===== src/hdl/ualink_defines.svh =====
//******************************
// build-time sizes for the ingress stage
// included by the package, the RTL and the testbench
//******************************

`ifndef UALINK_DEFINES_SVH
`define UALINK_DEFINES_SVH

// payload beat width in bits
`define UL_DATA_WIDTH 64

// sideband carried next to every beat
`define UL_TUSER_WIDTH 32

// ingress ports, one queue each
`define UL_NUM_QUEUES 5

// log2 of entries per queue
// kept small so that back-pressure shows up quickly
`define UL_FIFO_DEPTH_BITS 4

`endif


===== src/hdl/ualink_pkg.sv =====
//******************************
// beat and index types shared by the queues and the arbiter
// import with ualink_pkg::*
//******************************
`include "ualink_defines.svh"

package ualink_pkg;

   // one stream beat, split by field
   typedef logic [`UL_DATA_WIDTH-1:0]   tdata_t;
   typedef logic [`UL_DATA_WIDTH/8-1:0] tstrb_t;   // one bit per byte lane
   typedef logic [`UL_TUSER_WIDTH-1:0]  tuser_t;

   // selects one ingress queue
   typedef logic [$clog2(`UL_NUM_QUEUES)-1:0] queue_idx_t;

   // word held in each queue entry
   // tlast sits on top, same packing as the stream fields
   typedef struct packed {
      logic   tlast;
      tuser_t tuser;
      tstrb_t tstrb;
      tdata_t tdata;
   } beat_t;

endpackage


===== src/hdl/queue_arbiter.sv =====
//******************************
// round-robin packet arbiter for the ingress queues
// hunts for a non-empty queue then streams it up to tlast
// the selected head drives the master port with no added latency
//******************************
`include "ualink_defines.svh"

module queue_arbiter
   import ualink_pkg::*;
(
   input  logic                      axi_aclk,
   input  logic                      axi_resetn,

   // queue side
   input  beat_t                     head [`UL_NUM_QUEUES],   // head beat of every queue
   input  logic [`UL_NUM_QUEUES-1:0] empty,
   output logic [`UL_NUM_QUEUES-1:0] rd_en,                   // one-hot pop

   // master stream
   output tdata_t                    m_axis_tdata,
   output tstrb_t                    m_axis_tstrb,
   output tuser_t                    m_axis_tuser,
   output logic                      m_axis_tlast,
   output logic                      m_axis_tvalid,
   input  logic                      m_axis_tready
);

   typedef enum logic {
      HUNT,     // looking for a queue with data
      STREAM    // inside a packet, hold the queue
   } arb_state_t;

   localparam queue_idx_t LAST_QUEUE = queue_idx_t'(`UL_NUM_QUEUES - 1);

   arb_state_t state;
   arb_state_t state_next;

   queue_idx_t cur_queue;
   queue_idx_t cur_queue_next;
   queue_idx_t cur_queue_plus1;

   beat_t sel_beat;
   logic  beat_acc;     // beat leaves this edge

   // rotation order 0,1,..,N-1,0
   assign cur_queue_plus1 = (cur_queue == LAST_QUEUE) ? '0 : cur_queue + 1'b1;

   // output mux
   assign sel_beat      = head[cur_queue];
   assign m_axis_tdata  = sel_beat.tdata;
   assign m_axis_tstrb  = sel_beat.tstrb;
   assign m_axis_tuser  = sel_beat.tuser;
   assign m_axis_tlast  = sel_beat.tlast;
   assign m_axis_tvalid = ~empty[cur_queue];

   assign beat_acc = m_axis_tvalid & m_axis_tready;

   always_comb begin
      state_next     = state;
      cur_queue_next = cur_queue;
      rd_en          = '0;

      case (state)
         HUNT: begin
            if (empty[cur_queue]) begin
               cur_queue_next = cur_queue_plus1;   // nothing here, move on
            end else if (m_axis_tready) begin
               rd_en[cur_queue] = 1'b1;
               if (sel_beat.tlast) begin
                  cur_queue_next = cur_queue_plus1;   // single-beat packet done
               end else begin
                  state_next = STREAM;
               end
            end
         end

         STREAM: begin
            // queue may run dry mid packet, then just wait
            if (beat_acc) begin
               rd_en[cur_queue] = 1'b1;
               if (sel_beat.tlast) begin
                  state_next     = HUNT;
                  cur_queue_next = cur_queue_plus1;
               end
            end
         end

         default: begin
            state_next = HUNT;
         end
      endcase
   end

   always_ff @(posedge axi_aclk) begin
      if (!axi_resetn) begin
         state     <= HUNT;
         cur_queue <= '0;
      end else begin
         state     <= state_next;
         cur_queue <= cur_queue_next;
      end
   end

   // pointer stays on a queue that exists
   a_ptr_range: assert property (
      @(posedge axi_aclk) disable iff (!axi_resetn)
      cur_queue <= LAST_QUEUE
   ) else $error("queue pointer out of range");

   // no other queue may cut in before tlast has left
   a_ptr_hold: assert property (
      @(posedge axi_aclk) disable iff (!axi_resetn)
      (state == STREAM) && !(beat_acc && sel_beat.tlast) |=> $stable(cur_queue)
   ) else $error("queue pointer moved inside a packet");

endmodule


===== config.mk =====
export PLATFORM = sky130hd
export DESIGN_NAME = queue_arbiter
export DESIGN_NICKNAME = d
export VERILOG_FILES = /design/src/hdl/ualink_pkg.sv /design/src/hdl/queue_arbiter.sv
export VERILOG_INCLUDE_DIRS = /design/src /design/src/hdl
export SDC_FILE = /design/constraint.sdc
export NUM_CORES = 1
export LEC_CHECK = 0
export BUFFER_PORTS_ARGS = -buffer_cell sky130_fd_sc_hd__buf_4
export CAP_MARGIN = 20
export CORE_AREA = 5 5 246 248
export CTS_CLUSTER_DIAMETER = 50
export DETAILED_ROUTE_END_ITERATION = 8
export DIE_AREA = 0 0 251 253
export GPL_ROUTABILITY_DRIVEN = 0
export SYNTH_ARGS = -nofsm -noshare
export SYNTH_HDL_FRONTEND = slang
export SYNTH_SLANG_ARGS = --single-unit

===== constraint.sdc =====
create_clock -name axi_aclk -period 5.33 [get_ports axi_aclk]
set_input_delay 1.066 -clock axi_aclk [delete_from_list [all_inputs] [get_ports axi_aclk]]
set_output_delay 1.066 -clock axi_aclk [all_outputs]
set_load 0.05 [all_outputs]

Yosys cells after proc, flatten, opt, wreduce, memory -nomap -nowiden --
Index checks and enable logic that the tools add are counted.
Operators by class: add/sub/neg operators 1, $lt $le $gt $ge 3, equality and inequality tests 3, mux-type cells 22, bitwise logic cells 4, reduce and logical (&&, ||, !) cells 2
Operators with widths (number):
- $bmux 105 s3 | 1
- $mux 105 | 2
- $mux 3 | 5
- $mux 5 | 3
- $pmux 5 s2 | 1
- $mux 1 | 6
- $pmux 3 s2 | 1
- $ge 4x4->1 const B | 1
- $lt 3x4->1 const B | 1
- $not 3->4 | 1
- $add 3x1->3 const B | 1
- $bmux 1 s3 | 1
- $demux 1 s3 | 1
- $eq 3x3->1 const B | 1
- $ge 3x1->1 const B | 1
- $ne 3x3->1 const B | 1
- $ne 2x1->1 const B | 1
- $not 1->1 | 2
- $pmux 1 s2 | 1
- $reduce_and 2->1 | 1
- $and 1x1->1 | 1
- $logic_and 1x1->1 | 1
Storage, ports and cells: register bits 4, bits of input ports 533, output and inout port bits 111, logic and storage cells 37

Depth between registers and ports, before layout --
word-level depth 8, mapped depth 9, mapped depth without buffers 6

Worst setup path after synthesis --
OpenSTA, ideal clock, no wires.
path type input -> output, from input port empty[2], to output port rd_en[0], data arrival time 3.352 ns, required time 4.264 ns, setup slack 0.912 ns, stages on the path 5, buffers on the path 1, cells stage by stage mux2_4 -> a22o_1 -> or2_1 -> buf_6 -> nor4_1
Between the ends: word-level cells in the longest chain between the ends 6, elaborated cells between the ends (all ways) 7, those cells by class mux: 5; bitwise: 2
RTL lines:
- start, declared | line queue_arbiter.sv:16 | input logic [`UL_NUM_QUEUES-1:0] empty,
- $bmux 1 s3 * | line queue_arbiter.sv:54, queue_arbiter.sv:65
- $mux 1 (not written as such) * | line queue_arbiter.sv:54, queue_arbiter.sv:65
- $not 1->1 | line queue_arbiter.sv:54 | assign m_axis_tvalid = ~empty[cur_queue];
- $and 1x1->1 | line queue_arbiter.sv:56 | assign beat_acc = m_axis_tvalid & m_axis_tready;
- $mux 5 | line queue_arbiter.sv:79 | if (beat_acc) begin
- $pmux 5 s2 * | line queue_arbiter.sv:63 | case (state)
- end, declared | line queue_arbiter.sv:17 | output logic [`UL_NUM_QUEUES-1:0] rd_en,
Mark *: on every way between the ends. The rest lies on a longest branch, timed or not. The select of a mux whose other input is x is not followed.

Worst setup path after layout --
from register cur_queue[1], to output port m_axis_tstrb[2]
Between the ends: word-level cells in the longest chain between the ends 4
RTL lines:
- start, declared | line queue_arbiter.sv:38 | queue_idx_t cur_queue;
- start signal, assigned | line queue_arbiter.sv:100 | cur_queue <= cur_queue_next;
- start signal, assigned | line queue_arbiter.sv:107 | cur_queue <= LAST_QUEUE
- $not 3->4 (not written as such) | line queue_arbiter.sv:49 | assign sel_beat = head[cur_queue];
- $bmux 105 s3 | line queue_arbiter.sv:49
- $mux 105 (not written as such) (2 in series) | line queue_arbiter.sv:49
- end, declared | line queue_arbiter.sv:21 | output tstrb_t m_axis_tstrb,
Every way passes these cells. The select of a mux whose other input is x is not followed.

==> out/summary.md <==
Hold repair after CTS inserted 0 buffers. The post-synthesis sequential area ratio was 0.01852. The logs give 0.004324 mm2 for the synthesized area and 0 for the count of cells resized by post-cts repair. In the post-synthesis netlist, the biggest area contributors are sky130_fd_sc_hd__mux4_2 (33%), sky130_fd_sc_hd__mux2i_1 (10%), sky130_fd_sc_hd__o21ai_0 (7.5%), sky130_fd_sc_hd__a22oi_1 (6.9%), sky130_fd_sc_hd__nand2_1 (6.2%). The routed wirelength normalized by instance count is 21.93 um. The worst setup path is captured at an output pin. The number of different library cells used by synthesis comes to 39. The met1 global-route usage was 0.1406; the level count of the clock H-tree was 1. The worst-case clock buffer depth was 2; the clock edge transition at the registers on the reported setup and hold paths was 40 ps.

The layer carrying the most global-route usage was met2. The post-synthesis cell type with the largest combined area was sky130_fd_sc_hd__mux4_2. The total of fill cells in the finished design is 6672. The net count of the finished layout is 1710. The number of clock sinks came out at 4. By instance count, the leading cell after synthesis is sky130_fd_sc_hd__nand2_1. Measured along the y axis, the die boundary spans 253 um. Compared with the post-synthesis result, the final layout area differs by 132.3%. For the total overflow reported by the global router, the log shows 0. The synthesized design contains 0 enable-type register cells.

The final clock period utilization by the worst path is 0.7447. The run gives 0.01004 mm2 as the final standard cell area without fillers. During placement, the flow inserted port buffers numbering 643. The pre-antenna-repair detailed-routing pass consisted of 5 iterations.

The floorplan has 89 rows. By count the netlist is led by sky130_fd_sc_hd__nand2_1 (71), sky130_fd_sc_hd__inv_1 (66), sky130_fd_sc_hd__o21ai_0 (65). Measured in cells, the most critical reg-to-reg path has a length of 7. The proportion of register bits with asynchronous set or reset after synthesis works out to 0.

The count of maximum capacitance violations came out at 0. Synthesis produced a netlist with a net count of 1111. The warning count from the yosys run was 0; the post-layout minimum cycle time was 3969 ps.

The worst register-to-register path ends at cur_queue[0]. The critical path is of the reg2out type. The most frequently used flop master after synthesis was sky130_fd_sc_hd__dfxtp_1. Measured along the x axis, the die boundary spans 251 um. The tools report the signal arrival time at the worst endpoint as 2900 ps. The maximum fanout along the worst path was 56; the power density relative to cell area was 514.0 mW/mm2. The die covers 0.06350 mm2. The final worst clock skew is 1.448 ps. The latest clock arrival within the worst-skew pair is 230 ps. The run gives 7556 as the via count of the first global-routing pass. TritonCTS built the clock tree. The tools report the initial antenna violation count as 5.

Global routing met3 resource utilization: 0.03112. The worst setup path is launched from a register. Pin placement for this block handled 644 I/O pins.

The maximum number of pins on one net before global-route repair is 66. VDD sags by at most 340.0 uV. Post-detailed-placement cell area: 0.009957 mm2.

The kind of path behind the tightest hold check is reg2reg. The cell chosen for the clock root is sky130_fd_sc_hd__clkbuf_16. The overall routing resource usage is 0.1216, and the summed negative setup slack over all endpoints is 0 ps. The leakage component of the power came out at 4.595 nW. Once detailed placement completed, the half-perimeter wirelength came to 38.24 mm. Synthesis produced a netlist whose cell count is 576.

In this run, the number of DRC markers left after iteration 0 of detailed routing was 379. The tools report the startpoint of the worst register-to-register path as cur_queue[0]. The run gives 0 as the max-slew violation count.

Met2 track demand over resource in global routing: 0.2264. The first global-routing pass estimated 56.03 mm of wire. Once the clock tree was built, the setup fixing pass inserted 0 buffers.

Across all layers, the routed design uses 7150 vias. The total area inside the core boundary comes to 0.05824 mm2. Setup repair after global routing left no endpoint under its margin. The fraction of layout cells with a size suffix above 1 was 0.6320; the number of synthesized register bits was 4. The remaining antenna violation count was 0; the DRC violation count after routing was 0. The tools report the slack of the worst reg-to-reg path as 2660 ps.

In this run the mean area of a mapped cell was 7.507 um2. Clock tree synthesis inserted a total of 3 buffers. At the worst endpoint, the required time is 4260 ps. The hold violation total from the final report came out at 0. The flow ran to the end, and the final reports show no timing, DRC or antenna violations. The routed design has 42.77 mm of wire. The critical path starts at cur_queue[1]. In the routed layout, each cell is associated on average with a via count of 3.667. The critical path ends at m_axis_tstrb[2]. Top-area cell type share of the netlist area: 0.3333. At the pin with the least slew margin, the transition time is 860.5 ps. The initial cell density of the core is 0.07425.

Setup violations remaining at the end of the flow were counted as 0. For this run, the top clock speed supported by timing is 251.9 MHz. The headroom to the max-slew limit is 0.4237.
## final cells by class
class	count	area [um2]	area share
antenna	3	7.507	0.0007475
clock buffer	4	78.83	0.007848
inverter	67	264.0	0.02629
multi-input combinational	440	3675	0.3659
sequential	4	91.34	0.009094
tap	773	967.2	0.09630
timing repair buffer	659	4960	0.4938
## where the power goes
group          switching (mW)  internal (mW)  leakage, nW
logic                    3.24           1.65         4.52
clock network          0.0257         0.0993       0.0382
registers              0.0975         0.0440       0.0349
total                    3.37           1.79         4.60
## critical path: stages (launching register included)
cell and delay (ps):
sky130_fd_sc_hd__dfxtp_4 730, sky130_fd_sc_hd__buf_4 700, sky130_fd_sc_hd__mux4_2 350, sky130_fd_sc_hd__inv_1 40
sky130_fd_sc_hd__o21ai_0 410, sky130_fd_sc_hd__buf_4 320
## kinds of logic (layout without fill, tap and decap cells)
family                   count (synthesis)  in the layout  synth area share
AO/OA/AOI/OAI                          194            194            0.2691
adder cells (fa/ha/maj)                  2              2          0.005786
buffers and inverters                  132            730            0.1343
flip-flops                               4              4           0.01852
multiplexers                           110            110            0.4413
other                                    0              3                 0
AND/OR/NAND/NOR                        134            134            0.1311
## per-layer routing
metal | share of wire | wire (um)
met2 | 0.51 | 21900
met4 | 0.022 | 941
met5 | 0.0017 | 71
met3 | 0.089 | 3798
met1 | 0.38 | 16050
## how the worst min path moves through the flow
| stage | start | endpoint | slack (ps) | cells after the start |
|---|---|---|---|---|
| after CTS | state | state | 620 | 2 |
| after detailed placement | state | state | 610 | 2 |
| after floorplan | state | state | 570 | 2 |
| after global placement | state | state | 610 | 2 |
| after global routing | state | state | 660 | 2 |
| final | state | state | 610 | 2 |
## registers in the layout, indices dropped and copies added, names as in the netlist
register / flops
cur_queue: 3
state: 1
## cells in the final DEF (no fill, tap or decap), types with 2 or more instances in the layout
cell type	count
sky130_fd_sc_hd__inv_1	66
sky130_fd_sc_hd__o22ai_1	40
sky130_fd_sc_hd__mux4_2	64
sky130_fd_sc_hd__dfxtp_4	3
sky130_fd_sc_hd__diode_2	3
sky130_fd_sc_hd__nor3_1	4
sky130_fd_sc_hd__o21a_1	3
sky130_fd_sc_hd__clkbuf_16	3
sky130_fd_sc_hd__nor2b_2	4
sky130_fd_sc_hd__ha_1	2
sky130_fd_sc_hd__o21ai_0	65
sky130_fd_sc_hd__nor4_1	4
sky130_fd_sc_hd__buf_4	658
sky130_fd_sc_hd__mux2i_1	44
sky130_fd_sc_hd__a21oi_1	40
sky130_fd_sc_hd__nor2_1	40
sky130_fd_sc_hd__nand3_1	2
sky130_fd_sc_hd__nand2_1	71
sky130_fd_sc_hd__a22oi_1	40
## metrics by stage
stage	cells	hold slack [ps]	power, mW	setup slack [ps]	utilization
after detailed placement	1943	610.3	5.171	1363	0.1710
final	1950	614.3	5.163	1361	0.1724
after global placement	1943	605.1	5.171	1426	0.1710
after global routing	1947	656.4	5.469	1081	0.1723
after floorplan	576	572.1	3.284	912.3	-
after CTS	1947	619.0	5.308	1155	0.1723
(Power assumes the default switching activity.)
